`config.mk`:
```
export PLATFORM = sky130hd
export DESIGN_NAME = nabp_shift_unit
export DESIGN_NICKNAME = d
export VERILOG_FILES = /design/src/verilog/nabp_pkg.sv /design/src/verilog/shift_ctrl_if.sv /design/src/verilog/nabp_sequencer.sv /design/src/verilog/nabp_shifter.sv /design/src/verilog/nabp_filter_mapper.sv /design/src/verilog/nabp_shift_unit.sv
export SDC_FILE = /design/constraint.sdc
export NUM_CORES = 1
export LEC_CHECK = 0
export BUFFER_PORTS_ARGS = -buffer_cell sky130_fd_sc_hd__buf_2
export CAP_MARGIN = 25
export CORE_ASPECT_RATIO = 0.75
export CORE_MARGIN = 3
export CORE_UTILIZATION = 37
export CTS_CLUSTER_SIZE = 20
export DETAILED_ROUTE_END_ITERATION = 8
export PLACE_DENSITY = 0.56
export SETUP_SLACK_MARGIN = 0.02
export SLEW_MARGIN = 10
export SYNTH_ARGS = -nofsm -noshare
export SYNTH_HDL_FRONTEND = slang
export SYNTH_SLANG_ARGS = --single-unit
```
`constraint.sdc`:
```
create_clock -name clk -period 4 [get_ports clk]
set_input_delay 0.4 -clock clk [delete_from_list [all_inputs] [get_ports clk]]
set_output_delay 0.4 -clock clk [all_outputs]
set_load 0.05 [all_outputs]
```
`src/verilog/nabp_pkg.sv`:
```
package nabp_pkg;

    // one filtered projection sample
    typedef logic [15:0] sample_t;

    // unsigned fixed point, 1 integer bit and 8 fraction bits
    typedef logic [8:0] accu_t;

    localparam int accu_frac_width = 8;

    // shifter phases
    typedef enum logic [1:0] {
        ready_s,
        fill_s,
        fill_done_s,
        shift_s
    } shifter_state_t;

    // line sequencing
    // prefixed so the labels stay apart from the shifter ones in this scope
    typedef enum logic [1:0] {
        seq_idle_s,
        seq_fill_s,
        seq_shift_s,
        seq_done_s
    } sequencer_state_t;

endpackage

```
`src/verilog/shift_ctrl_if.sv`:
```
interface shift_ctrl_if;

    // kicks from the sequencer, one cycle each
    logic fill_kick;
    logic shift_kick;

    // done pulses from the shifter at the end of each phase
    logic fill_done;
    logic shift_done;

    modport control
    (
        output fill_kick,
        output shift_kick,
        input  fill_done,
        input  shift_done
    );

    modport shifter
    (
        input  fill_kick,
        input  shift_kick,
        output fill_done,
        output shift_done
    );

endinterface

```
`src/verilog/nabp_sequencer.sv`:
```
module nabp_sequencer
    import nabp_pkg::*;
(
    input  logic                 clk,
    input  logic                 reset_n,
    input  logic                 start,
    input  accu_t                slope,
    output logic                 busy,
    output logic                 line_done,
    output accu_t                line_slope,
    shift_ctrl_if.control        ctrl
);

    sequencer_state_t state;

    // slope for the whole line, captured on an accepted start
    always_ff @(posedge clk)
    begin
        if (state == seq_idle_s && start)
            line_slope <= slope;
    end

    always_ff @(posedge clk)
    begin
        if (!reset_n)
        begin
            state           <= seq_idle_s;
            ctrl.fill_kick  <= 1'b0;
            ctrl.shift_kick <= 1'b0;
        end
        else
        begin
            // kicks are single cycle
            ctrl.fill_kick  <= 1'b0;
            ctrl.shift_kick <= 1'b0;

            case (state)
                seq_idle_s:
                begin
                    if (start)
                    begin
                        ctrl.fill_kick <= 1'b1;
                        state          <= seq_fill_s;
                    end
                end
                seq_fill_s:
                begin
                    // window is full, start walking the row
                    if (ctrl.fill_done)
                    begin
                        ctrl.shift_kick <= 1'b1;
                        state           <= seq_shift_s;
                    end
                end
                seq_shift_s:
                begin
                    if (ctrl.shift_done)
                        state <= seq_done_s;
                end
                seq_done_s:
                begin
                    state <= seq_idle_s;
                end
                default:
                begin
                    state <= seq_idle_s;
                end
            endcase
        end
    end

    // start is only taken in idle, so busy covers every other state
    assign busy = (state != seq_idle_s);

    // one cycle in done_s gives the completion pulse
    assign line_done = (state == seq_done_s);

endmodule

```
`src/verilog/nabp_shifter.sv`:
```
module nabp_shifter
    import nabp_pkg::*;
#(
    parameter int image_size = 8,
    parameter int fill_depth = 4
)
(
    input  logic                 clk,
    input  logic                 reset_n,
    input  accu_t                line_slope,
    shift_ctrl_if.shifter        ctrl,
    output logic                 shift_enable,
    output logic                 column_strobe
);

    localparam int fill_cnt_width  = $clog2(fill_depth + 1);
    localparam int shift_cnt_width = $clog2(image_size + 1);

    // counters run down to zero, so they start one below the count
    localparam logic [fill_cnt_width-1:0] fill_cnt_init =
        fill_cnt_width'(fill_depth - 1);
    localparam logic [shift_cnt_width-1:0] shift_cnt_init =
        shift_cnt_width'(image_size - 1);

    shifter_state_t state;
    shifter_state_t next_state;

    logic [fill_cnt_width-1:0]  fill_cnt;
    logic [shift_cnt_width-1:0] shift_cnt;

    // accu holds k * slope during shift cycle k
    accu_t accu;
    accu_t accu_step;

    // mealy done pulses from the counters
    assign ctrl.fill_done  = (state == fill_s) && (fill_cnt == '0);
    assign ctrl.shift_done = (state == shift_s) && (shift_cnt == '0);

    assign column_strobe = (state == shift_s);

    always_comb
    begin
        next_state = state;
        case (state)
            ready_s:
                if (ctrl.fill_kick)
                    next_state = fill_s;
            fill_s:
                if (ctrl.fill_done)
                    next_state = fill_done_s;
            fill_done_s:
                if (ctrl.shift_kick)
                    next_state = shift_s;
            shift_s:
                if (ctrl.shift_done)
                    next_state = ready_s;
            default:
                next_state = ready_s;
        endcase
    end

    // accu sits at zero outside the shift phase, so a line starts from zero
    assign accu_step = accu + line_slope;

    always_ff @(posedge clk)
    begin
        if (!reset_n)
            state <= ready_s;
        else
            state <= next_state;
    end

    always_ff @(posedge clk)
    begin
        if (!reset_n)
        begin
            fill_cnt     <= fill_cnt_init;
            shift_cnt    <= shift_cnt_init;
            accu         <= '0;
            shift_enable <= 1'b0;
        end
        else
        begin
            if (state == fill_s && fill_cnt != '0)
                fill_cnt <= fill_cnt - 1'b1;
            else
                fill_cnt <= fill_cnt_init;

            if (state == shift_s && shift_cnt != '0)
                shift_cnt <= shift_cnt - 1'b1;
            else
                shift_cnt <= shift_cnt_init;

            // the integer bit may wrap, only its flips mark a boundary
            shift_enable <= 1'b0;
            if (next_state == fill_s)
            begin
                shift_enable <= 1'b1;
            end
            else if (next_state == shift_s)
            begin
                shift_enable <= accu_step[accu_frac_width] ^ accu[accu_frac_width];
            end

            if (next_state == shift_s)
                accu <= accu_step;
            else
                accu <= '0;
        end
    end

endmodule

```
`src/verilog/nabp_filter_mapper.sv`:
```
module nabp_filter_mapper
    import nabp_pkg::*;
#(
    parameter int fill_depth = 4
)
(
    input  logic    clk,
    input  logic    reset_n,
    input  logic    shift_enable,
    input  logic    column_strobe,
    input  sample_t sample_in,
    output logic    mapped_valid,
    output sample_t mapped_sample
);

    // slot 0 is newest, slot fill_depth - 1 is oldest
    sample_t window      [fill_depth];
    sample_t window_next [fill_depth];

    always_comb
    begin
        window_next = window;
        if (shift_enable)
        begin
            window_next[0] = sample_in;
            for (int i = 1; i < fill_depth; i++)
                window_next[i] = window[i - 1];
        end
    end

    always_ff @(posedge clk)
    begin
        window <= window_next;
    end

    // oldest slot as it stands after this cycle's shift
    always_ff @(posedge clk)
    begin
        if (column_strobe)
            mapped_sample <= window_next[fill_depth - 1];
    end

    always_ff @(posedge clk)
    begin
        if (!reset_n)
            mapped_valid <= 1'b0;
        else
            mapped_valid <= column_strobe;
    end

endmodule

```
`src/verilog/nabp_shift_unit.sv`:
```
module nabp_shift_unit
    import nabp_pkg::*;
#(
    parameter int image_size = 8,
    parameter int fill_depth = 4
)
(
    input  logic    clk,
    input  logic    reset_n,
    input  logic    start,
    input  accu_t   slope,
    input  sample_t sample_in,
    output logic    sample_take,
    output logic    mapped_valid,
    output sample_t mapped_sample,
    output logic    busy,
    output logic    line_done
);

    accu_t line_slope;
    logic  column_strobe;

    shift_ctrl_if ctrl_if ();

    nabp_sequencer sequencer0
    (
        .clk        (clk),
        .reset_n    (reset_n),
        .start      (start),
        .slope      (slope),
        .busy       (busy),
        .line_done  (line_done),
        .line_slope (line_slope),
        .ctrl       (ctrl_if.control)
    );

    // shift_enable doubles as the take strobe for the sample source
    nabp_shifter #(
        .image_size (image_size),
        .fill_depth (fill_depth)
    ) shifter0
    (
        .clk           (clk),
        .reset_n       (reset_n),
        .line_slope    (line_slope),
        .ctrl          (ctrl_if.shifter),
        .shift_enable  (sample_take),
        .column_strobe (column_strobe)
    );

    nabp_filter_mapper #(
        .fill_depth (fill_depth)
    ) mapper0
    (
        .clk           (clk),
        .reset_n       (reset_n),
        .shift_enable  (sample_take),
        .column_strobe (column_strobe),
        .sample_in     (sample_in),
        .mapped_valid  (mapped_valid),
        .mapped_sample (mapped_sample)
    );

endmodule

```
Word-level counts from Yosys, hierarchy flattened
Cells that the tools add are included. W data, S select, Z words.

$add $sub $neg: 3. Multiply operators: 0. Div/mod/pow operators: 0. Magnitude comparators: 0. Equal/unequal tests: 11. Shift-type cells: 0. Multiplexer cells: 14. Bitwise logic cells: 1. Reduce and logical (&&, ||, !) cells: 18.

Operators with widths (count): $mux W16 (1); $pmux W2 S4 (2); $mux W2 (7); $eq A2 B2 Y1 const B (5); $reduce_and A2 Y1 (5); $add A9 B9 Y9 (1); $eq A2 B1 Y1 const B (3); $ne A2 B2 Y1 const B (3); $logic_and A1 B1 Y1 (5); $logic_not A2 Y1 (2); $logic_not A4 Y1 (1); $mux W1 (4); $reduce_bool A4 Y1 (1); $sub A4 B1 Y4 const B (1); $logic_not A3 Y1 (1); $reduce_and A3 Y1 (1); $reduce_bool A3 Y1 (1); $sub A3 B1 Y3 const B (1); $reduce_bool A2 Y1 (1); $xor A1 B1 Y1 (1).

Flip-flop bits (word level): 113. Bits in latches: 0. Memory bits (writable): 0. Memory bits (read-only): 0. Bits of input ports: 28. Word-level logic and storage cells: 62. Memories kept: 0.

Longest topological paths before layout
Gate-level depths: netlist (run 1).

Depth in word-level cells: 7. Depth in mapped cells: 6. Mapped depth without buffers: 6.

By module
Synthesis (run 1) repeated with hierarchy kept, for this count alone.

Cell total of the unflattened synthesis: 242. Area, all modules: 3978.8 um^2.

By module, submodules not included: nabp_filter_mapper (times used 1, cells an instance 100, area an instance 2517.4 um^2, seq. area each 2262.2 um^2); nabp_shifter (times used 1, cells an instance 109, area an instance 975.9 um^2, seq. area each 360.3 um^2); nabp_sequencer (times used 1, cells an instance 33, area an instance 485.5 um^2, seq. area each 350.3 um^2).

Worst setup path before layout (run 1)
No wires, ideal clock.

Kind: flip-flop to flip-flop. Start point: register shifter0.shift_enable. End point: register mapper0.mapped_sample[10] (data pin). Arrival: 2.594 ns. Required time: 3.738 ns. Slack: 1.143 ns. Stages on the path, launching flop included: 4. Cell sequence: dfxtp_1 clkbuf_1 buf_2 mux2_2.

RTL lines: start, declared (RTL line nabp_shifter.sv:12) `output logic shift_enable,`; start signal, assigned (RTL line nabp_shifter.sv:102) `shift_enable <= accu_step[accu_frac_width] ^ accu[accu_frac_width];`; end signal, assigned (RTL line nabp_filter_mapper.sv:40) `mapped_sample <= window_next[fill_depth - 1];`; end, declared (RTL line nabp_filter_mapper.sv:13) `output sample_t mapped_sample`.

Worst setup path in the final report (run 1)
Start point: register shifter0.shift_enable. End point: output sample_take.

RTL lines: end, declared (RTL line nabp_shift_unit.sv:13) `output logic sample_take,`.

No word-level cell between the ends.

==> results.ini, run 1 <==
[global_routing]
grt_use_met3 = 0.0442
grt_usage = 0.0961
met2_usage = 0.149
use_met1 = 0.122
grt_pass1_vias = 1847
grt_pass1_wl_mm = 8.86
gr-total-overflow = 0
busiest_layer = met2
grt_max_degree = 66
antenna_found_initial = 0

[worst_setup_path]
cpPeakStageDelay_ns = 0.88
worst_setup_path_start_kind = flip-flop
path_delay_family = flip-flops
path_cells = buf_2
cp.buffers_inverters = 1
critPathCaptureType = primary output
criticalPathCategory = reg -> out
cpMaxStageDelayCell = dfxtp_4
cp_max_fo = 65
crit_arrival_ns = 1.65
required_ns = 3.60

[layout]
syn2layout_area_growth_pct = 17.0
drive_above_1_share = 0.275
nets = 343
multiInputGateArea_sq_um = 922
nFillCells = 921
final_common_cell = edfxtp_1
stdcell_count = 438
final_cell_mix = 73 x edfxtp_1, 47 x buf_2, 38 x dfxtp_1, 17 x ha_1, 16 x mux2_2
antenna_cells = 0
seqCellArea_sq_mm = 0.00298

[die]
start_util = 0.383
num_rows = 32
io_pins = 48
dieArea_sq_mm = 0.0120
die_y_um = 95.5
core_sq_mm = 0.0103
die_w_um = 125

[placed_design]
dp_cells = 422
numPortBuffers = 47
post-dp-hpwl_mm = 3.68
place_congestion = 0.761

[timing]
finalSetupTns_ns = 0
skew_ns = 0.00707
rsz0062_at_grt = no
max_freq_mhz = 488
timing.final.max_slew_violations = 0
worst_pin_slew_ns = 0.837
max-slew-margin-rel = 0.442
finalSetupViolations = 0
period_needed_ns = 2.05
hold_viol = 0
min_period_over_period = 0.513

[power]
p_leak_uw = 0.00181
switching_share = 0.241
power.switching_uw = 645
sequentialPowerShare = 0.582
p_comb_frac = 0.116
internal_power_uw = 2030
irDropWorstVdd_mv = 0.242
p_clk_frac = 0.302
finalPower_uw = 2680
p_per_area_mw_per_mm2 = 579

[clocking]
insertion_delay_ns = 0.34
post_cts_buffers = 0
cts_tree = yes
cts_buffers = 9
ctsResizeCount = 0
cts_num_sinks = 112
cts_max_level = 3
cts_hold_buf = 0
cts.path.max_buffers = 2
clk_pin_slew_ns = 0.07
cts.root.buffer_cell = clkbuf_16

[yosys]
synth_cell_types = 37
synth.avg_cell_area_sq_um = 16.4
synth_area_sq_mm = 0.00395
synthFlopType = edfxtp_1
ys_top_cells_by_area = edfxtp_1 55%, dfxtp_1 20%, ha_1 5.4%, mux2_2 4.6%, inv_1 1.2%
async_flop_share = 0
synth_top_area_frac = 0.555
syn-num-nets = 287
synthCells = 241
synth_edf_count = 73
ys_warn_count = 0
synth-seq-cells = 112
yosys.area.top_type = edfxtp_1
ys_seq_area_frac = 0.752

[routing]
drtAntennaViolNets = 0
via_per_inst = 4.46
drt_iter0_drc = 99
drt_first_pass_iters = 4
wl_mm = 5.57
num_vias = 1953
avgRoutedWirePerCell_um = 12.7
drc = 0

[run_status]
outcome = finished clean

[run]
drv_cap = 0

[min_path]
hold_path_class = in -> reg

-- cells in the mapped netlist (2+ instances only) --
cell type  number
a211oi_1        3
a21o_1          4
a21oi_1         7
and2_1          3
and4b_1         2
dfxtp_1        39
edfxtp_1       73
ha_1           17
inv_1          13
mux2_2         16
mux2i_1         3
nand2_1        13
nand2b_1        2
nand3_1         3
nor2_1         10
nor3_1          3
nor3b_1         2
o21a_1          3
o21ai_0         4
or3b_1          2
xnor2_1         3
-- routing by layer --
layer | vias up | part of all wire | wire [um]
met5 | - | 0 | 0
met4 | 0 | 0.0095 | 53
met3 | 4 | 0.037 | 204
met2 | 26 | 0.47 | 2590
met1 | 933 | 0.49 | 2720
li1 | 990 | - | -
-- worst paths after layout --
path	cells after the start	startpoint	endpoint	slack, ns
hold / removal	1	sample_in[15]	mapper0.window[63]$_DFFE_PP_	0.23
setup reg to reg	5	sequencer0.line_slope[1]$_DFFE_PP_	shifter0.accu[7]$_SDFF_PN0_	2.24
hold reg to reg	1	shifter0.fill_cnt[0]$_SDFF_PN1_	shifter0.fill_cnt[0]$_SDFF_PN1_	0.38
setup / recovery	1	shifter0.shift_enable$_SDFF_PN0_	sample_take	1.95
-- metrics by stage --
step / hold slack, ns / area (sq um) / util / setup slack [ns]
CTS: 0.210 / 4620 / 0.448 / 1.90
global route: 0.210 / 4620 / 0.448 / 1.83
finish: 0.231 / 4620 / 0.448 / 1.95
global placement: 0.367 / 4350 / 0.421 / 2.28
detailed placement: 0.369 / 4350 / 0.421 / 2.25
floorplan: 0.358 / 3950 / - / 1.14
-- power groups by stage --
stage	Combinational (uW)	Clock (uW)	Sequential (uW)
finish	310	809	1560
global route	347	890	1580
CTS	312	843	1560
detailed placement	310	0	1590
global placement	300	0	1580
floorplan	249	0	1560
-- cell type report --
class                   instances  share of cell area
well taps                     136              0.0368
repair buffers                 47              0.0509
multi-input cells             114               0.199
clock buffers                   9              0.0487
inverters                      13              0.0106
flip-flops and latches        112               0.644
clock inverters                 7              0.0100
-- logic make-up (layout without fill, tap and decap cells) --
kind of cell,Yosys count,in the layout,share of synthesized area
flops,112,112,0.752
simple gates,47,47,0.0684
compound gates,26,26,0.0440
mux,19,19,0.0532
fa+ha+maj,18,18,0.0589
buf+inv,15,76,0.0146
xor+xnor,4,4,0.00887
-- state kept, by name (all words and copies together), names as in the netlist, 2 cells and up --
register               cells
mapper0.window            64
mapper0.mapped_sample     16
sequencer0.line_slope      9
shifter0.accu              8
shifter0.shift_cnt         4
shifter0.fill_cnt          3
sequencer0.state           2
shifter0.state             2
Note: power is estimated with default switching activity, not from simulation.
==> inputs of run 2 (changes only) <==
clock period = 2 ns   (was 4 ns; I/O delays follow)
==> results.ini, run 2 (synthesized netlist as in run 1, its figures left out) <==
[power]
p_leak_uw = 0.00184  ; +1.9%
p_comb_frac = 0.121  ; +0.005
p_per_area_mw_per_mm2 = 1180  ; +100%
power.switching_uw = 1300  ; +100%
p_clk_frac = 0.320  ; +0.018
sequentialPowerShare = 0.558  ; -0.024
switching_share = 0.236  ; -0.00530
finalPower_uw = 5510  ; +110%
irDropWorstVdd_mv = 0.406  ; +68%
internal_power_uw = 4210  ; +110%

[placed_design]
numPortBuffers = 47  ; unchanged
place_congestion = 0.802  ; +5.3%
dp_cells = 426  ; +0.95%
post-dp-hpwl_mm = 3.78  ; +2.8%

[die]
io_pins = 48  ; unchanged
die_y_um = 95.5  ; unchanged
start_util = 0.383  ; unchanged
die_w_um = 125  ; unchanged
core_sq_mm = 0.0103  ; unchanged
dieArea_sq_mm = 0.0120  ; unchanged
num_rows = 32  ; unchanged

[layout]
largest_reg_flops = 64  ; unchanged
final_cell_mix = 73 x edfxtp_1, 47 x buf_2, 38 x dfxtp_1, 17 x ha_1, 16 x mux2_2
reg_top3 = mapper0.window (64), mapper0.mapped_sample (16), sequencer0.line_slope (9)
final_common_cell = edfxtp_1
regMostFlops = mapper0.window
stdcell_count = 442  ; +0.91%
syn2layout_area_growth_pct = 18.4
drive_above_1_share = 0.288  ; +0.0127
nets = 347  ; +1.2%
antenna_cells = 0  ; unchanged

[worst_setup_path]
critPathCaptureType = flip-flop
required_ns = 2.27  ; -1.33 ns
criticalPathCategory = reg -> reg
crit_arrival_ns = 2.05  ; +0.40 ns
cp_max_fo = 2  ; -97%
worst_setup_path_start_kind = flip-flop

[clocking]
cts_max_level = 3  ; unchanged
insertion_delay_ns = 0.34  ; about the same
cts_num_sinks = 112  ; unchanged
ctsResizeCount = 0  ; unchanged
cts.root.buffer_cell = clkbuf_16
cts_buffers = 9  ; unchanged
cts_hold_buf = 0  ; unchanged
clk_pin_slew_ns = 0.07  ; about the same
post_cts_buffers = 0  ; unchanged
cts.path.max_buffers = 2  ; unchanged
cts_tree = yes

[timing]
hold_viol = 0  ; unchanged
period_needed_ns = 1.78
skew_ns = 0.00494  ; -0.00212 ns
finalSetupViolations = 0  ; unchanged
finalSetupTns_ns = 0  ; unchanged
max-slew-margin-rel = 0.684  ; +0.243
max_freq_mhz = 562
min_period_over_period = 0.890
worst_pin_slew_ns = 0.471  ; -0.366 ns
rsz0062_at_grt = no
timing.final.max_slew_violations = 0  ; unchanged

[global_routing]
grt_pass1_vias = 1892  ; +2.4%
gr-total-overflow = 0  ; unchanged
grt_max_degree = 34  ; -48%
grt_pass1_wl_mm = 9.09  ; +2.7%
antenna_found_initial = 0  ; unchanged
grt_usage = 0.0991  ; +0.00292

[routing]
num_vias = 2002  ; +2.5%
drc = 0  ; unchanged
drt_iter0_drc = 134  ; +35%
drt_first_pass_iters = 4  ; unchanged
drtAntennaViolNets = 0  ; unchanged
avgRoutedWirePerCell_um = 12.8  ; +0.82%
via_per_inst = 4.53  ; +1.6%
wl_mm = 5.66  ; +1.7%

[run]
drv_cap = 0  ; unchanged

[min_path]
hold_path_class = in -> reg

[run_status]
outcome = finished clean

## run 2: final timing paths
path | slack, ns | to | depth (start not counted) | start
worst max register to register | 0.22 | shifter0.accu[7]$_SDFF_PN0_ | 5 | sequencer0.line_slope[1]$_DFFE_PP_
worst max-delay path | 0.22 | shifter0.accu[7]$_SDFF_PN0_ | 5 | sequencer0.line_slope[1]$_DFFE_PP_
worst min register to register | 0.38 | shifter0.fill_cnt[0]$_SDFF_PN1_ | 1 | shifter0.fill_cnt[0]$_SDFF_PN1_
worst min-delay path | 0.03 | mapper0.window[51]$_DFFE_PP_ | 1 | sample_in[3]
## run 2: power by group through the flow
stage / Combinational [uW] / Sequential [uW] / Clock [uW]
2_1_floorplan: 498 / 3110 / 0
3_3_place_gp: 658 / 3120 / 0
3_5_place_dp: 675 / 3130 / 0
4_1_cts: 679 / 3080 / 1830
5_1_grt: 767 / 3110 / 1920
6_report: 668 / 3070 / 1760
## run 2: layout make-up
cell class                      count  area (sq um)
Fill cell                         921          5650
Sequential cell                   112          2980
Multi-Input combinational cell    114           922
Timing Repair Buffer               51           265
Clock buffer                       10           229
Tap cell                          136           170
Clock inverter                      6          68.8
Inverter                           13          48.8
## run 2: stage by stage
stage,hold slack (ns),worst slack (ns),utilization,cell area (sq um)
after floorplan,0.299,0.0956,-,3960
after global placement,0.368,0.338,0.424,4380
after detailed placement,0.372,0.279,0.424,4380
after CTS,0.0114,0.231,0.453,4680
after global routing,0.00642,0.0659,0.453,4680
final,0.0300,0.221,0.453,4680
## run 2: metal layers
| metal | up-vias | share of wire | wire length [um] | global-route usage |
|---|---|---|---|---|
| li1 | 996 | - | - | - |
| met3 | 9 | 0.040 | 226 | 0.0370 |
| met2 | 34 | 0.46 | 2610 | 0.148 |
| met1 | 963 | 0.48 | 2720 | 0.129 |
| met5 | - | 0 | 0 | 0 |
| met4 | 0 | 0.019 | 105 | 0.0460 |
## run 2: worst max-delay path, cell delays in order, from the launching register on
cell and delay [ns]:
edfxtp_1 0.42, ha_1 0.33, a211oi_1 0.30, nor2_1 0.12, a221oi_1 0.32, mux2i_1 0.22
==> inputs of run 3 (changes only) <==
CORE_UTILIZATION = 30   (was 37)
PLACE_DENSITY = 0.48   (was 0.56)
SYNTH_HIERARCHICAL = 1   (was default)
==> results.ini, run 3 <==
[min_path]
hold_depth = 1  ; unchanged
hold_start = sample_in[13]
hold_path_class = in -> reg
holdPathEnd = mapper0/window[61]$_DFFE_PP_

[die]
die_y_um = 106  ; +11%
die_w_um = 139  ; +11%
io_pins = 48  ; unchanged
dieArea_sq_mm = 0.0147  ; +23%
start_util = 0.315  ; -0.0672
num_rows = 35  ; +9.4%
core_sq_mm = 0.0126  ; +22%

[clocking]
cts_tree = yes
cts.path.max_buffers = 2  ; unchanged
cts_num_sinks = 112  ; unchanged
clk_pin_slew_ns = 0.08  ; about the same
cts.root.buffer_cell = clkbuf_16
cts_max_level = 3  ; unchanged
cts_buffers = 9  ; unchanged
insertion_delay_ns = 0.34  ; about the same

[yosys]
yosys.area_share.simple = 0.0613  ; -0.00706
synth.avg_cell_area_sq_um = 16.4  ; +0.25%
synth-seq-cells = 112  ; unchanged
synth_cell_types = 39  ; +5.4%
yosysMostFrequentCell = edfxtp_1
synth_area_sq_mm = 0.00398  ; +0.66%
ys_warn_count = 6  ; +6
synth_top_area_frac = 0.551  ; -0.00366
synthCells = 242  ; +0.41%
ys_top_cells_by_area = edfxtp_1 55%, dfxtp_1 20%, ha_1 5.0%, mux2_4 3.8%, mux2_2 1.7%
muxShareOfSynthArea = 0.0648  ; +0.0116
async_flop_share = 0  ; unchanged
synth_edf_count = 73  ; unchanged
synth_top_family_by_area = multiplexers
synth_adder_area_share = 0.0553  ; -0.00353
synthFlopType = edfxtp_1
synth_compound_gate_area_share = 0.0327  ; -0.0113
synthTopCellsByCount = 73 x edfxtp_1, 39 x dfxtp_1, 16 x ha_1
ys_seq_area_frac = 0.747  ; -0.00497
synth_xor_area_frac = 0.0154  ; +0.00655
yosys.area.top_type = edfxtp_1
syn-num-nets = 287  ; unchanged

[power]
internal_power_uw = 4160  ; -1.2%
sequentialPowerShare = 0.552  ; -0.006
finalPower_uw = 5500  ; -0.17%
power.switching_uw = 1340  ; +3.3%
irDropWorstVdd_mv = 0.433  ; +6.6%
switching_share = 0.244  ; +0.00810
p_comb_frac = 0.136  ; +0.015
p_clk_frac = 0.311  ; -0.009
p_per_area_mw_per_mm2 = 1160  ; -1.3%
p_leak_uw = 0.00186  ; +1.2%

[layout]
final_common_cell = edfxtp_1
largest_reg_flops = 64  ; unchanged
reg_top3 = mapper0/window (64), mapper0/mapped_sample (16), sequencer0/line_slope (9)
final_cell_mix = 73 x edfxtp_1, 47 x buf_2, 38 x dfxtp_1, 16 x ha_1, 15 x inv_1
stdcell_count = 473  ; +7.0%
antenna_cells = 0  ; unchanged
fin_area_sq_mm = 0.00473  ; +1.1%
nFillCells = 1217  ; +32%
regMostFlops = mapper0/window
syn2layout_area_growth_pct = 18.9
nets = 347  ; unchanged
drive_above_1_share = 0.283  ; -0.00419

[global_routing]
grt_usage = 0.0827  ; -0.0163
grt_use_met3 = 0.0308  ; -0.00612
grt_pass1_wl_mm = 9.44  ; +3.8%
antenna_found_initial = 0  ; unchanged
gr-total-overflow = 0  ; unchanged
use_met1 = 0.109  ; -0.0207
met2_usage = 0.119  ; -0.0284
grt_pass1_vias = 1903  ; +0.58%
busiest_layer = met2
grt_max_degree = 48  ; +41%

[worst_setup_path]
r2r_end = shifter0/shift_enable$_SDFF_PN0_
required_ns = 2.23  ; -0.04 ns
criticalPathCategory = reg -> reg
r2r_cells = 6  ; +1
crit_arrival_ns = 2.11  ; +0.06 ns
cp_max_fo = 2  ; unchanged
critPathCaptureType = flip-flop
worst_setup_path_start_kind = flip-flop
rrSetupSlack_ns = 0.12  ; -0.10 ns
reg2reg_from = sequencer0/line_slope[0]$_DFFE_PP_

[timing]
skew_ns = 0.00628  ; +0.00133 ns
rsz0062_at_grt = no
worst_pin_slew_ns = 0.534  ; +0.0627 ns
max-slew-margin-rel = 0.641  ; -0.0429
finalSetupViolations = 0  ; unchanged
hold_viol = 0  ; unchanged
finalWorstSetupSlack_ns = 0.117  ; -0.104 ns
timing.final.max_slew_violations = 0  ; unchanged
period_needed_ns = 1.88  ; +0.104 ns
finalSetupTns_ns = 0  ; unchanged
min_period_over_period = 0.941  ; +0.0518
max_freq_mhz = 531  ; -5.5%

[run_status]
outcome = finished clean

[placed_design]
place_congestion = 0.758  ; -5.5%
post-dp-hpwl_mm = 3.72  ; -1.6%
dp_cells = 457  ; +7.3%
numPortBuffers = 47  ; unchanged
dp_slack_ns = 0.0108  ; -0.268 ns
placed_cell_area_sq_mm = 0.00444  ; +1.3%

[routing]
drt_iter0_drc = 112  ; -16%
drc = 0  ; unchanged
avgRoutedWirePerCell_um = 12.2  ; -5.0%
wl_mm = 5.76  ; +1.7%
num_vias = 1948  ; -2.7%
via_per_inst = 4.12  ; -9.1%
drtAntennaViolNets = 0  ; unchanged
drt_first_pass_iters = 5  ; +1

[run]
drv_cap = 0  ; unchanged

[run 3: cell type report]
type	instances	area (sq um)	area share
clock inverter	7	60.1	0.0127
multi-input combinational	112	921	0.195
timing repair buffer	52	285	0.0603
tap	166	208	0.0439
inverter	15	56.3	0.0119
sequential	112	2980	0.629
clock buffer	9	225	0.0476
[run 3: power groups by stage]
stage               logic [uW]  registers (uW)  clock network, uW
floorplan                  565            3100                  0
global placement           743            3080                  0
detailed placement         765            3090                  0
CTS                        768            3040               1790
global route               837            3080               1870
finish                     750            3040               1710
[run 3: timing repair]
item | 4_1_cts | 5_1_grt
setup buffers | 0 | 0
pin swaps | 0 | 2
hold buffers | 0 | 0
endpoints found under the setup margin | 1 | 1
gates cloned | 0 | 0
gates resized for setup | 1 | 1
[run 3: cells by family after synthesis]
group                    Yosys count
AO/OA/AOI/OAI                     19
XOR/XNOR                           7
adder cells (fa/ha/maj)           17
buffers and inverters             18
flip-flops                       112
multiplexers                      20
AND/OR/NAND/NOR                   49
[run 3: worst max-delay path, stage by stage, from the launching register on]
cell      delay, ns
edfxtp_1       0.37
ha_1           0.24
fa_2           0.35
a211oi_2       0.26
o211ai_1       0.13
and3_1         0.20
o31a_1         0.23
[run 3: how the worst max path moves through the flow]
| stage | slack, ns | endpoint | cells after the start | startpoint |
|---|---|---|---|---|
| after global routing | 0.03 | shifter0/shift_enable$_SDFF_PN0_ | 6 | sequencer0/line_slope[0]$_DFFE_PP_ |
| after floorplan | 0.04 | mapper0/mapped_sample[10]$_DFFE_PP_ | 3 | shifter0/shift_enable$_SDFF_PN0_ |
| final | 0.12 | shifter0/shift_enable$_SDFF_PN0_ | 6 | sequencer0/line_slope[0]$_DFFE_PP_ |
| after CTS | 0.06 | shifter0/shift_enable$_SDFF_PN0_ | 6 | sequencer0/line_slope[0]$_DFFE_PP_ |
| after global placement | 0.04 | shifter0/shift_enable$_SDFF_PN0_ | 6 | sequencer0/line_slope[0]$_DFFE_PP_ |
| after detailed placement | 0.01 | shifter0/shift_enable$_SDFF_PN0_ | 6 | sequencer0/line_slope[0]$_DFFE_PP_ |
[run 3: metrics by stage]
step	hold WS [ns]	utilization
detailed placement	0.369	0.352
floorplan	0.299	-
finish	0.0278	0.375
global route	0.0125	0.375
CTS	0.00509	0.375
global placement	0.367	0.352
[run 3: routing by layer]
layer / vias up / part of all wire
li1: 990 / -
met1: 910 / 0.49
met2: 39 / 0.45
met3: 9 / 0.042
met4: 0 / 0.019
met5: - / 0
